`src/rtl/vfu_pkg.sv`:
```
// Shared widths, enums and OP-V field codes of the vector unit
// Element width and opcode encodings are internal, not the RVV vtype bits
`default_nettype none

package vfu_pkg;

  // Lane word and register file geometry
  localparam int unsigned ELEN       = 32;
  localparam int unsigned ELENB      = ELEN / 8;
  localparam int unsigned NR_VREG    = 32;
  localparam int unsigned VREG_IDX_W = $clog2(NR_VREG);

  typedef enum logic [1:0] {
    EW_8  = 2'b00,
    EW_16 = 2'b01,
    EW_32 = 2'b10
  } vsew_e;

  typedef enum logic [3:0] {
    OP_ADD,
    OP_SUB,
    OP_MIN,
    OP_MAX,
    OP_AND,
    OP_OR,
    OP_XOR,
    OP_MUL,
    OP_MACC
  } vfu_op_e;

  typedef enum logic [1:0] {
    S_IDLE,
    S_READ,
    S_WRITE
  } seq_state_e;

  ////////////////////
  // OP-V encoding
  ////////////////////

  localparam logic [6:0] OPV_OPCODE = 7'b1010111;

  localparam logic [2:0] F3_OPIVV = 3'b000;
  localparam logic [2:0] F3_OPMVV = 3'b010;
  localparam logic [2:0] F3_OPIVX = 3'b100;
  localparam logic [2:0] F3_OPMVX = 3'b110;

  // Integer group
  localparam logic [5:0] F6_VADD  = 6'b000000;
  localparam logic [5:0] F6_VSUB  = 6'b000010;
  localparam logic [5:0] F6_VMIN  = 6'b000101;
  localparam logic [5:0] F6_VMAX  = 6'b000111;
  localparam logic [5:0] F6_VAND  = 6'b001001;
  localparam logic [5:0] F6_VOR   = 6'b001010;
  localparam logic [5:0] F6_VXOR  = 6'b001011;
  // Multiply group
  localparam logic [5:0] F6_VMUL  = 6'b100101;
  localparam logic [5:0] F6_VMACC = 6'b101101;

endpackage

`default_nettype wire
```
`src/rtl/vfu_decoder.sv`:
```
// Combinational OP-V decoder, the vm bit is ignored since masking is absent
// Scalar forms take rs1 from the request, not from a register
`timescale 1ns/10ps
`default_nettype none

module vfu_decoder (
  input  logic [31:0]                       insn_i,
  output vfu_pkg::vfu_op_e                  op_o,
  output logic                              use_vs1_o,
  output logic                              use_vs2_o,
  output logic                              vd_is_src_o,
  output logic [vfu_pkg::VREG_IDX_W-1:0]    vs1_o,
  output logic [vfu_pkg::VREG_IDX_W-1:0]    vs2_o,
  output logic [vfu_pkg::VREG_IDX_W-1:0]    vd_o,
  output logic                              illegal_o
);

  logic [5:0] funct6;
  logic [2:0] funct3;
  logic       is_vx;

  assign funct6 = insn_i[31:26];
  assign funct3 = insn_i[14:12];
  assign is_vx  = (funct3 == vfu_pkg::F3_OPIVX) || (funct3 == vfu_pkg::F3_OPMVX);

  assign vs2_o = insn_i[24:20];
  assign vs1_o = insn_i[19:15];
  assign vd_o  = insn_i[11:7];

  always_comb begin
    op_o        = vfu_pkg::OP_ADD;
    use_vs1_o   = !is_vx;
    use_vs2_o   = 1'b1;
    vd_is_src_o = 1'b0;
    illegal_o   = 1'b0;

    case (funct3)
      vfu_pkg::F3_OPIVV, vfu_pkg::F3_OPIVX: begin
        case (funct6)
          vfu_pkg::F6_VADD: op_o = vfu_pkg::OP_ADD;
          vfu_pkg::F6_VSUB: op_o = vfu_pkg::OP_SUB;
          vfu_pkg::F6_VMIN: op_o = vfu_pkg::OP_MIN;
          vfu_pkg::F6_VMAX: op_o = vfu_pkg::OP_MAX;
          vfu_pkg::F6_VAND: op_o = vfu_pkg::OP_AND;
          vfu_pkg::F6_VOR:  op_o = vfu_pkg::OP_OR;
          vfu_pkg::F6_VXOR: op_o = vfu_pkg::OP_XOR;
          default:          illegal_o = 1'b1;
        endcase
      end
      vfu_pkg::F3_OPMVV, vfu_pkg::F3_OPMVX: begin
        case (funct6)
          vfu_pkg::F6_VMUL: op_o = vfu_pkg::OP_MUL;
          vfu_pkg::F6_VMACC: begin
            op_o        = vfu_pkg::OP_MACC;
            vd_is_src_o = 1'b1;
            // Only the vector-vector accumulate is supported
            if (is_vx) begin
              illegal_o = 1'b1;
            end
          end
          default: illegal_o = 1'b1;
        endcase
      end
      default: illegal_o = 1'b1;
    endcase

    if (insn_i[6:0] != vfu_pkg::OPV_OPCODE) begin
      illegal_o = 1'b1;
    end
  end

endmodule

`default_nettype wire

```
`config.mk`:
```
export PLATFORM = sky130hd
export DESIGN_NAME = vfu_decoder
export DESIGN_NICKNAME = d
export VERILOG_FILES = /design/src/rtl/vfu_pkg.sv /design/src/rtl/vfu_decoder.sv
export SDC_FILE = /design/constraint.sdc
export NUM_CORES = 1
export LEC_CHECK = 0
export BUFFER_PORTS_ARGS = -buffer_cell sky130_fd_sc_hd__buf_2
export CAP_MARGIN = 15
export CORE_AREA = 2 2 39 41
export DETAILED_ROUTE_END_ITERATION = 8
export DIE_AREA = 0 0 41 43
export PLACE_DENSITY = 0.72
export SETUP_SLACK_MARGIN = 0.2
export SLEW_MARGIN = 25
export SYNTH_ARGS = -nofsm -noshare
export SYNTH_HDL_FRONTEND = slang
export SYNTH_SLANG_ARGS = --single-unit
```
`constraint.sdc`:
```
create_clock -name vclk -period 1.5
set_clock_uncertainty 0.15 [all_clocks]
set_input_delay 0.3 -clock vclk [all_inputs]
set_output_delay 0.3 -clock vclk [all_outputs]
set_load 0.03 [all_outputs]
```
==> flow_summary.ini <==
[pwr]
switching_share_pct = 45.6
p_total_mw = 0.110
power_frac_seq_pct = 0
vdd_drop_max_mv = 0.0889
p_comb_share_pct = 100.0
clockPowerShare_pct = 0
power_density_nw_per_um2 = 195
p_switching_mw = 0.0504
power.internal_mw = 0.0600
leakage_nw = 0.276

[routing]
vias_per_cell = 4.72
wire_per_inst_um = 11.1
drc = 0
drtAntennaViolNets = 0
vias = 373
wl_um = 876
dr.pass1.iters = 1
first_iter_violations = 0

[cells_and_area]
n_clock_buffer = 0
drive_gt1_share_pct = 73.0
num_antenna_cells = 0
nets = 97
seq_area_um2 = 0
syn_to_final_growth_pct = 79.4
flops_and_latches = 0
stdcell_area_um2 = 566

[sta]
rsz0062_at_grt = yes
finalCritPeriodShare_pct = 112
setup_ws_ps = -187
final_max_slew_viol_count = 0
min_period_ps = 1690
fmax_mhz = 593
setup_violations = 6
finalHoldViolations = 0

[setup_path]
path_cells = buf_8, a2111o_1, a21oi_2, o211ai_1, buf_4
cp_slowest_cell = a2111o_1
cp-start-kind = input port
slowest_delay_ps = 410
endpoint_kind = primary output
worstPathMaxFanout = 6
cp.arrival_ps = 1240
criticalPathCategory = in -> out
cp.depth = 5
crit_start = insn_i[28]
path_delay_family = compound AO/OA/AOI/OAI gates
crit_end = illegal_o
required_ps = 1050
critPathBufInv = 2

[yosys]
ys_warn_count = 0
ys_seq_area_share_pct = 0
synthCells = 46
syn_nets = 78
synth.top_cells.by_area = buf_4 38%, a21oi_1 6.3%, and4b_1 6.3%
synth_top_area_share_pct = 38.1
syn_area_um2 = 315
synth_largest_area_cell = buf_4
ys_types = 20
synth.avg_cell_area_um2 = 6.85

[die]
die_w_um = 41
dieArea_um2 = 1760
die_y_um = 43
pin_count = 55
core_um2 = 1380
num_rows = 14
initial_core_util_pct = 22.8

[place]
hpwl_um = 718
globalplace.congestion = 0.788
post_dp_cell_area_um2 = 437
io_buffers = 23

[run_status]
violations = negative setup slack
status = finished with violations

[global_routing]
grt_pass1_vias = 351
track_usage_pct = 10.0
grt_max_degree = 7
antenna_found_initial = 0
grt.overflow.total = 0
grt_pass1_wl_um = 1310

[worst_hold_path]
holdPathStages = 0
worstHoldPathType = in -> out

[clocking]
hold_buffers = 0

[flow_run]
drv_cap = 0
[cells by family after synthesis]
| kind of cell | share of synthesized area [%] |
|---|---|
| AOI/OAI and AO/OA | 22.6 |
| buffers and inverters | 39.3 |
| other | 1.19 |
| and+or+nand+nor | 36.9 |
[power by group through the flow]
stage          Clock [mW]  Combinational [mW]  Sequential [mW]
3_5_place_dp            0              0.0831                0
6_report                0               0.110                0
3_3_place_gp            0              0.0813                0
4_1_cts                 0               0.104                0
2_1_floorplan           0               0.107                0
5_1_grt                 0               0.117                0
[cells in the final DEF, fill, tap and decap left out]
master | netlist | routed
nor4bb_1 | 1 | 1
o211ai_1 | 2 | 2
nand2_1 | 2 | 2
o21bai_4 | 0 | 1
and2b_1 | 2 | 2
inv_1 | 1 | 1
buf_6 | 0 | 9
buf_8 | 0 | 2
nand2b_4 | 0 | 2
a21oi_1 | 4 | 1
conb_1 | 1 | 1
buf_4 | 16 | 11
and4b_2 | 0 | 1
a2111o_1 | 1 | 1
nor3_4 | 0 | 2
nor2_1 | 2 | 2
a21oi_2 | 0 | 3
nor3_2 | 1 | 1
nand3b_4 | 0 | 1
nor4_2 | 0 | 1
buf_2 | 0 | 11
o31ai_1 | 1 | 1
and4b_1 | 2 | 1
and3_4 | 0 | 1
o21ai_0 | 2 | 2
[layout make-up]
| cell class | count | area [um^2] |
|---|---|---|
| multi-input combinational | 29 | 273 |
| fill | 137 | 818 |
| inverter | 1 | 3.75 |
| tap | 16 | 20.0 |
| timing repair buffer | 33 | 269 |
[metal layers]
layer	vias up	wire length, um	GRT usage [%]
met1	165	362	11.7
li1	184	-	-
met5	-	0	0
met2	22	406	18.1
met4	0	4	1.33
met3	2	103	1.57
[cell usage after synthesis (2+ instances only)]
library cell  count
buf_4            16
a21oi_1           4
and2b_1           2
and4b_1           2
nand2_1           2
nand2b_1          2
nor2_1            2
nor3_1            2
o211ai_1          2
o21ai_0           2
[how the worst min path moves through the flow]
| stage | endpoint | slack, ps | start |
|---|---|---|---|
| after CTS | vd_o[0] | 450 | insn_i[7] |
| after global placement | vd_o[0] | 450 | insn_i[7] |
| after floorplan | op_o[3] | 520 | insn_i[12] |
| after detailed placement | vd_o[0] | 450 | insn_i[7] |
| final | vs1_o[1] | 450 | insn_i[16] |
| after global routing | vs2_o[3] | 450 | insn_i[23] |
[per-stage QoR]
stage	hold WS (ps)	utilization [%]	setup slack (ps)	instances	TNS (ps)
final	450	40.9	-187	79	-1030
after detailed placement	450	31.6	-304	77	-1570
after floorplan	518	-	-130	46	-248
after global routing	450	40.9	-217	79	-1240
after global placement	450	31.6	-272	77	-1470
after CTS	450	39.0	-190	79	-1110
[what timing repair did]
item / 4_1_cts / 5_1_grt
endpoints found under the setup margin: 7 / 7
resized for setup: 26 / 6
hold endpoints to repair: 0 / 0
buffers inserted: 2 / 0
pin swaps: 3 / 4
Power figures use the tool's default switching activity.
