==> config.mk <==
export PLATFORM = sky130hd
export DESIGN_NAME = vfu_sequencer
export DESIGN_NICKNAME = d
export VERILOG_FILES = /design/src/rtl/vfu_pkg.sv /design/src/rtl/vfu_sequencer.sv
export SDC_FILE = /design/constraint.sdc
export NUM_CORES = 1
export LEC_CHECK = 0
export ABC_AREA = 1
export BUFFER_PORTS_ARGS = -buffer_cell sky130_fd_sc_hd__buf_2
export CAP_MARGIN = 25
export CORE_AREA = 8 8 191 193
export CTS_BUF_LIST = sky130_fd_sc_hd__clkbuf_4
export DETAILED_ROUTE_END_ITERATION = 16
export DIE_AREA = 0 0 199 201
export PLACE_DENSITY = 0.44
export SYNTH_ARGS = -nofsm -noshare
export SYNTH_HDL_FRONTEND = slang
export SYNTH_SLANG_ARGS = --single-unit
==> constraint.sdc <==
create_clock -name clk_i -period 5.1 [get_ports clk_i]
set_input_delay 0 -clock clk_i [delete_from_list [all_inputs] [get_ports clk_i]]
set_output_delay 0 -clock clk_i [all_outputs]
set_load 0.03 [all_outputs]
==> src/rtl/vfu_pkg.sv <==
// Shared widths, enums and OP-V field codes of the vector unit
// Element width and opcode encodings are internal, not the RVV vtype bits
`default_nettype none

package vfu_pkg;

  // Lane word and register file geometry
  localparam int unsigned ELEN       = 32;
  localparam int unsigned ELENB      = ELEN / 8;
  localparam int unsigned NR_VREG    = 32;
  localparam int unsigned VREG_IDX_W = $clog2(NR_VREG);

  typedef enum logic [1:0] {
    EW_8  = 2'b00,
    EW_16 = 2'b01,
    EW_32 = 2'b10
  } vsew_e;

  typedef enum logic [3:0] {
    OP_ADD,
    OP_SUB,
    OP_MIN,
    OP_MAX,
    OP_AND,
    OP_OR,
    OP_XOR,
    OP_MUL,
    OP_MACC
  } vfu_op_e;

  typedef enum logic [1:0] {
    S_IDLE,
    S_READ,
    S_WRITE
  } seq_state_e;

  ////////////////////
  // OP-V encoding
  ////////////////////

  localparam logic [6:0] OPV_OPCODE = 7'b1010111;

  localparam logic [2:0] F3_OPIVV = 3'b000;
  localparam logic [2:0] F3_OPMVV = 3'b010;
  localparam logic [2:0] F3_OPIVX = 3'b100;
  localparam logic [2:0] F3_OPMVX = 3'b110;

  // Integer group
  localparam logic [5:0] F6_VADD  = 6'b000000;
  localparam logic [5:0] F6_VSUB  = 6'b000010;
  localparam logic [5:0] F6_VMIN  = 6'b000101;
  localparam logic [5:0] F6_VMAX  = 6'b000111;
  localparam logic [5:0] F6_VAND  = 6'b001001;
  localparam logic [5:0] F6_VOR   = 6'b001010;
  localparam logic [5:0] F6_VXOR  = 6'b001011;
  // Multiply group
  localparam logic [5:0] F6_VMUL  = 6'b100101;
  localparam logic [5:0] F6_VMACC = 6'b101101;

endpackage

`default_nettype wire
==> src/rtl/vfu_sequencer.sv <==
// Walks vd one register-file word per two cycles, read then write
// vl must not exceed VELE words worth of elements at the chosen width
// A new request is taken while idle or during the last write
`timescale 1ns/10ps
`default_nettype none

module vfu_sequencer #(
  parameter  int unsigned N_IPU  = 2,
  parameter  int unsigned VELE   = 4,
  localparam int unsigned WORD_W = N_IPU * vfu_pkg::ELEN,
  localparam int unsigned NB     = N_IPU * vfu_pkg::ELENB,
  localparam int unsigned VELE_W = $clog2(VELE),
  localparam int unsigned ADDR_W = vfu_pkg::VREG_IDX_W + VELE_W
) (
  input  logic                           clk_i,
  input  logic                           rst_ni,
  input  logic                           req_valid_i,
  output logic                           req_ready_o,
  input  vfu_pkg::vfu_op_e               op_i,
  input  logic                           use_vs1_i,
  input  logic                           use_vs2_i,
  input  logic                           vd_is_src_i,
  input  logic                           illegal_i,
  input  logic [vfu_pkg::VREG_IDX_W-1:0] vs1_i,
  input  logic [vfu_pkg::VREG_IDX_W-1:0] vs2_i,
  input  logic [vfu_pkg::VREG_IDX_W-1:0] vd_i,
  input  logic [31:0]                    rs1_i,
  input  logic [7:0]                     vl_i,
  input  vfu_pkg::vsew_e                 sew_i,
  output logic                           busy_o,
  output logic                           illegal_o,
  output logic [2:0][ADDR_W-1:0]         vrf_raddr_o,
  output logic [2:0]                     vrf_re_o,
  input  logic [2:0][WORD_W-1:0]         vrf_rdata_i,
  input  logic [2:0]                     vrf_rvalid_i,
  output logic                           vrf_we_o,
  output logic [ADDR_W-1:0]              vrf_waddr_o,
  output logic [NB-1:0]                  vrf_wbe_o,
  input  logic                           vrf_wvalid_i,
  output vfu_pkg::vfu_op_e               lane_op_o,
  output vfu_pkg::vsew_e                 lane_sew_o,
  output logic [WORD_W-1:0]              lane_op_s1_o,
  output logic [WORD_W-1:0]              lane_op_s2_o,
  output logic [WORD_W-1:0]              lane_op_d_o
);

  vfu_pkg::seq_state_e     state_q, state_d;
  logic [7:0]              vl_q, vl_d;
  logic [2:0][ADDR_W-1:0]  addr_q, addr_d;
  logic [2:0]              src_mask_q;
  logic                    illegal_q;
  vfu_pkg::vfu_op_e        op_q;
  vfu_pkg::vsew_e          sew_q;
  logic [31:0]             rs1_q;

  logic       accept, start, operands_ready, write_done, last_group;
  logic [7:0] epw;
  logic [9:0] valid_bytes;

  assign accept = req_valid_i && req_ready_o;
  assign start  = accept && !illegal_i && (vl_i != 8'd0);

  // Elements per word and bytes covered by the remaining count
  always_comb begin
    case (sew_q)
      vfu_pkg::EW_8: begin
        epw         = 8'(NB);
        valid_bytes = {2'b00, vl_q};
      end
      vfu_pkg::EW_16: begin
        epw         = 8'(NB / 2);
        valid_bytes = {1'b0, vl_q, 1'b0};
      end
      default: begin
        epw         = 8'(N_IPU);
        valid_bytes = {vl_q, 2'b00};
      end
    endcase
  end

  assign last_group     = (vl_q <= epw);
  assign operands_ready = &(vrf_rvalid_i | ~src_mask_q);
  assign write_done     = vrf_we_o && vrf_wvalid_i;

  assign busy_o      = (state_q != vfu_pkg::S_IDLE);
  assign req_ready_o = (state_q == vfu_pkg::S_IDLE) || (last_group && write_done);
  assign illegal_o   = illegal_q;

  ////////////////////
  // Group stepping
  ////////////////////

  always_comb begin
    state_d = state_q;
    vl_d    = vl_q;
    addr_d  = addr_q;
    case (state_q)
      vfu_pkg::S_READ: state_d = vfu_pkg::S_WRITE;
      vfu_pkg::S_WRITE: begin
        if (write_done) begin
          if (last_group) begin
            state_d = vfu_pkg::S_IDLE;
            vl_d    = 8'd0;
          end else begin
            state_d = vfu_pkg::S_READ;
            vl_d    = vl_q - epw;
            for (int p = 0; p < 3; p++) begin
              addr_d[p] = addr_q[p] + ADDR_W'(1);
            end
          end
        end
      end
      default: state_d = vfu_pkg::S_IDLE;
    endcase
    if (start) begin
      state_d   = vfu_pkg::S_READ;
      vl_d      = vl_i;
      addr_d[0] = {vs2_i, VELE_W'(0)};
      addr_d[1] = {vs1_i, VELE_W'(0)};
      addr_d[2] = {vd_i, VELE_W'(0)};
    end
  end

  always_ff @(posedge clk_i or negedge rst_ni) begin
    if (!rst_ni) begin
      state_q    <= vfu_pkg::S_IDLE;
      vl_q       <= 8'd0;
      addr_q     <= '0;
      src_mask_q <= 3'b000;
      illegal_q  <= 1'b0;
    end else begin
      state_q   <= state_d;
      vl_q      <= vl_d;
      addr_q    <= addr_d;
      illegal_q <= accept && illegal_i;
      if (start) begin
        src_mask_q <= {vd_is_src_i, use_vs1_i, use_vs2_i};
      end
    end
  end

  always_ff @(posedge clk_i) begin
    if (start) begin
      op_q  <= op_i;
      sew_q <= sew_i;
      rs1_q <= rs1_i;
    end
  end

  ////////////////////
  // Register file side
  ////////////////////

  // Reads stay asserted through S_WRITE so rvalid comes back there
  assign vrf_raddr_o = addr_q;
  assign vrf_re_o    = busy_o ? src_mask_q : 3'b000;
  assign vrf_we_o    = (state_q == vfu_pkg::S_WRITE) && operands_ready;
  assign vrf_waddr_o = addr_q[2];
  assign vrf_wbe_o   = last_group ? ({NB{1'b1}} >> (10'(NB) - valid_bytes)) : {NB{1'b1}};

  assign lane_op_o    = op_q;
  assign lane_sew_o   = sew_q;
  assign lane_op_s2_o = vrf_rdata_i[0];
  assign lane_op_d_o  = vrf_rdata_i[2];

  // Scalar operand splatted across every element of the word
  always_comb begin
    if (src_mask_q[1]) begin
      lane_op_s1_o = vrf_rdata_i[1];
    end else if (sew_q == vfu_pkg::EW_8) begin
      lane_op_s1_o = {(WORD_W / 8){rs1_q[7:0]}};
    end else if (sew_q == vfu_pkg::EW_16) begin
      lane_op_s1_o = {(WORD_W / 16){rs1_q[15:0]}};
    end else begin
      lane_op_s1_o = {N_IPU{rs1_q}};
    end
  end

  // Operands must be back in time for the fixed two-cycle group
  a_write_on_time: assert property (@(posedge clk_i) disable iff (!rst_ni)
    state_q == vfu_pkg::S_WRITE |-> vrf_we_o);

  // Every write covers at least one element
  a_wbe_nonzero: assert property (@(posedge clk_i) disable iff (!rst_ni)
    vrf_we_o |-> vrf_wbe_o != '0);

endmodule

`default_nettype wire

==> key figures <==
Outcome
  – Result of the run: finished, final reports clean

Timing
  – Final count of negative-setup-slack endpoints: 0
  – Pins over their slew limit: 0
  – Timing-limited maximum frequency: 0.218 GHz
  – Max-slew headroom: 42.8%
  – Setup repair after global routing missed its margin: no
  – Tightest Pin Transition: 858 ps
  – Fin crit share: 90.1%
  – Final hold slack: 0.00841 ps
  – Total Negative Setup Slacks: 0 ps
  – Setup skew after layout: 33.6 ps
  – Number of hold-slack violations in the final timing report: 0
  – Fin crit period: 4600 ps

Clock network
  – Setup repair bufs after CTS: 0
  – CTS tree: done
  – Root cell of the clock tree: clkbuf_4
  – Number of resized instances in the post-cts repair step: 0
  – H-tree Lvls: 3
  – Number of hold-repair buffers added at the cts stage: 73
  – Worst-skew pair later-pin latency: 450 ps
  – Buffers from clock root to sink, at most: 2
  – Number of buffers inserted during clock tree synthesis: 9
  – CTS clk-pin slew, worst paths: 120 ps
  – Sink count of the clock tree: 73

Synth
  – Cell type with the highest aggregate area in the netlist: edfxtp_1
  – Count of state elements after synthesis: 73
  – Gate Count Post-Synth: 781
  – Sequential element share of the synthesized area: 35.5%
  – Netlist cell types: 40
  – Net count of the mapped netlist: 1054
  – Largest cells by area after synthesis: edfxtp_1, nand2_1, buf_4, dfrtp_1, nand3_1
  – Netlist area before placement: 0.00568 mm^2
  – Yosys warning count: 0
  – Post-Synthesis Mean Instance Area: 7.27 um^2
  – Share of Yosys cell area claimed by the top area cell type: 20.1%

Final layout
  – Number of nets in the layout: 1228
  – Area overhead of the layout relative to synthesis: 28.2%
  – Layout cell share with drive strength beyond 1: 30.3%
  – Post-Layout Inst Area: 0.00728 mm^2
  – Fill cell instance count of the final layout: 3784

Power and ir drop
  – Net Sw Power: 2300 uW
  – Final total power: 4100 uW
  – Max VDD drop: 305 uV
  – Design internal power: 1800 uW
  – Static leakage power: 0.00374 uW
  – Power Density: 563 mW/mm^2
  – Combinational share of power: 64.0%
  – Proportion of total power due to net switching: 56.2%
  – Part of the total power dissipated in sequential elements: 23.9%
  – Power share of the clock group: 12.1%

Route
  – Router iterations before antenna repair: 4
  – Iteration-0 DRC Markers: 287
  – Average routed wire per standard cell: 22.4 um
  – Routed Antenna Nets: 0
  – Detail-routed via count per cell: 3.98
  – Total wire length: 31500 um
  – Residual DRC count: 0
  – Number of vias after detailed routing: 5606

GRT
  – Vias in the first global route: 5587
  – Antenna violations before repair: 2
  – Overall fraction of global-route tracks in use: 14.9%
  – Wire length of the first global-routing pass: 42900 um
  – Pin count of the biggest net entering global routing: 67
  – Total congestion overflow after global routing: 0

Die
  – Die Y: 201 um
  – Number of primary I/O pins: 505
  – Floorplan core area: 0.0333 mm^2
  – Total Die Area: 0.0400 mm^2
  – Die span in x: 199 um
  – Effective utilization at floorplan: 17.1%
  – Row cnt: 67

Hold path
  – Kind of path behind the tightest hold check: in -> out

Worst setup path
  – Setup crit start kind: register
  – Critical Setup Path Class: reg -> reg
  – Req. time, crit path: 5430 ps
  – Setup crit end kind: register
  – Worst endpoint data arrival time: 4920 ps
  – Largest driver fanout on the critical path: 49

Place
  – Detailed-placement wirelength estimate: 27100 um
  – Routability-driven placement congestion ratio: 0.876
  – Post-placement cell area: 0.00636 mm^2
  – Number of port buffers: 248

Run
  – Max-cap viol count: 0
## area by class of cell
type,instances,area (um^2),share of cell area [%]
inverter,52,196,2.70
timing repair buffer,325,2000,27.5
clock buffer,11,82.6,1.13
antenna,2,5.00,0.0688
multi-input combinational,494,2310,31.7
tap,448,561,7.70
sequential,73,2020,27.7
clock inverter,5,105,1.44
## worst max-delay path, cell delays in order (launching register included)
cell and delay [ps]:
edfxtp_1 700, nand2_1 370, inv_1 220, ha_1 260, nor2_2 130, inv_1 60, o21ai_2 190, a21oi_4 160
nand3_2 110, nand2_2 80, nand3_4 270, clkinv_2 750, buf_4 500, nand2_1 90, nand2_1 50, dlygate4sd3_1 550
## registers in the layout, indices dropped and copies added (netlist names)
name         flops
vl_q             8
src_mask_q       3
lane_sew_o       2
rs1_q           32
state_q          2
illegal_o        1
vrf_raddr_o     14
vrf_waddr_o      7
lane_op_o        4
## cells in the final DEF, fill, tap and decap left out, types with 2 or more instances in the layout
master | synthesis | layout
ha_1 | 8 | 8
o211ai_1 | 4 | 4
nand2_1 | 297 | 297
nand3_2 | 3 | 3
clkbuf_4 | 0 | 11
dlygate4sd3_1 | 0 | 73
xor2_1 | 8 | 8
nand3_1 | 69 | 69
nand4_1 | 3 | 3
dfrtp_1 | 35 | 34
inv_1 | 47 | 47
xnor2_1 | 9 | 9
diode_2 | 0 | 2
buf_4 | 136 | 4
o21ai_1 | 5 | 5
nor4_1 | 2 | 2
nor2_1 | 31 | 31
nor2_2 | 2 | 2
nand2_2 | 2 | 2
a21oi_1 | 7 | 7
bufinv_16 | 0 | 3
buf_2 | 6 | 248
edfxtp_1 | 38 | 38
nand3b_1 | 2 | 2
or2_2 | 4 | 4
inv_2 | 4 | 4
o21ai_0 | 25 | 25
## per-layer routing
| metal | vias up | GRT usage (%) | wire length, um |
|---|---|---|---|
| li1 | 2678 | - | - |
| met2 | 330 | 26.3 | 15700 |
| met5 | - | 0 | 0 |
| met1 | 2561 | 14.5 | 10100 |
| met3 | 37 | 9.40 | 5090 |
| met4 | 0 | 3.44 | 592 |
## cells by family after synthesis
group           after synthesis  share of synthesized area (%)
fa+ha+maj                     9                           2.12
buf+inv                     214                           23.8
simple gates                424                           31.6
xor+xnor                     17                           2.62
compound gates               44                           4.34
flops                        73                           35.5
## power groups by stage
stage                     Clock [uW]  Combinational [uW]  Sequential [uW]
after CTS                        514                2660              982
after detailed placement           0                2570              994
after floorplan                    0                1830             1090
final                            496                2620              980
after global routing             534                2850             1010
after global placement             0                2570              994
## stage by stage
step | utilization [%] | setup slack (ps) | std cells
after floorplan | - | 1790 | 781
after global placement | 19.1 | 1040 | 1319
after detailed placement | 19.1 | 905 | 1319
after CTS | 21.9 | 376 | 1408
after global routing | 21.9 | 65.8 | 1410
final | 21.9 | 503 | 1410
## synthesized netlist by cell type (all sizes together)
master and number:
a21oi 8, ha 8, inv 51, fa 1, edfxtp 38, dfrtp 35, and2 1, o211ai 4
clkinv 1, and3b 1, nand3 73, clkbuf 11, nand3b 2, nor3 2, o22ai 1, xnor2 9
nand2 299, nor4 2, nand4 3, buf 151, and3 1, o21ai 31, nor2 35, xor2 8
or2 5
## path summary, 6_finish.rpt
check	end	slack [ps]	startpoint	cells after the start
max	vl_q[0]$_DFFE_PN0P_	500	lane_sew_o[0]$_DFFE_PP_	15
min	lane_op_d_o[0]	0.008	vrf_rdata_i[128]	0
max reg2reg	vl_q[0]$_DFFE_PN0P_	500	lane_sew_o[0]$_DFFE_PP_	15
min reg2reg	state_q[1]$_DFFE_PN0P_	530	state_q[1]$_DFFE_PN0P_	1
max in group asynchronous	src_mask_q[1]$_DFFE_PN0P_	4290	rst_ni	2
min in group asynchronous	vrf_raddr_o[12]$_DFFE_PN0P_	180	rst_ni	2
Note: power is estimated with default switching activity, not from simulation.
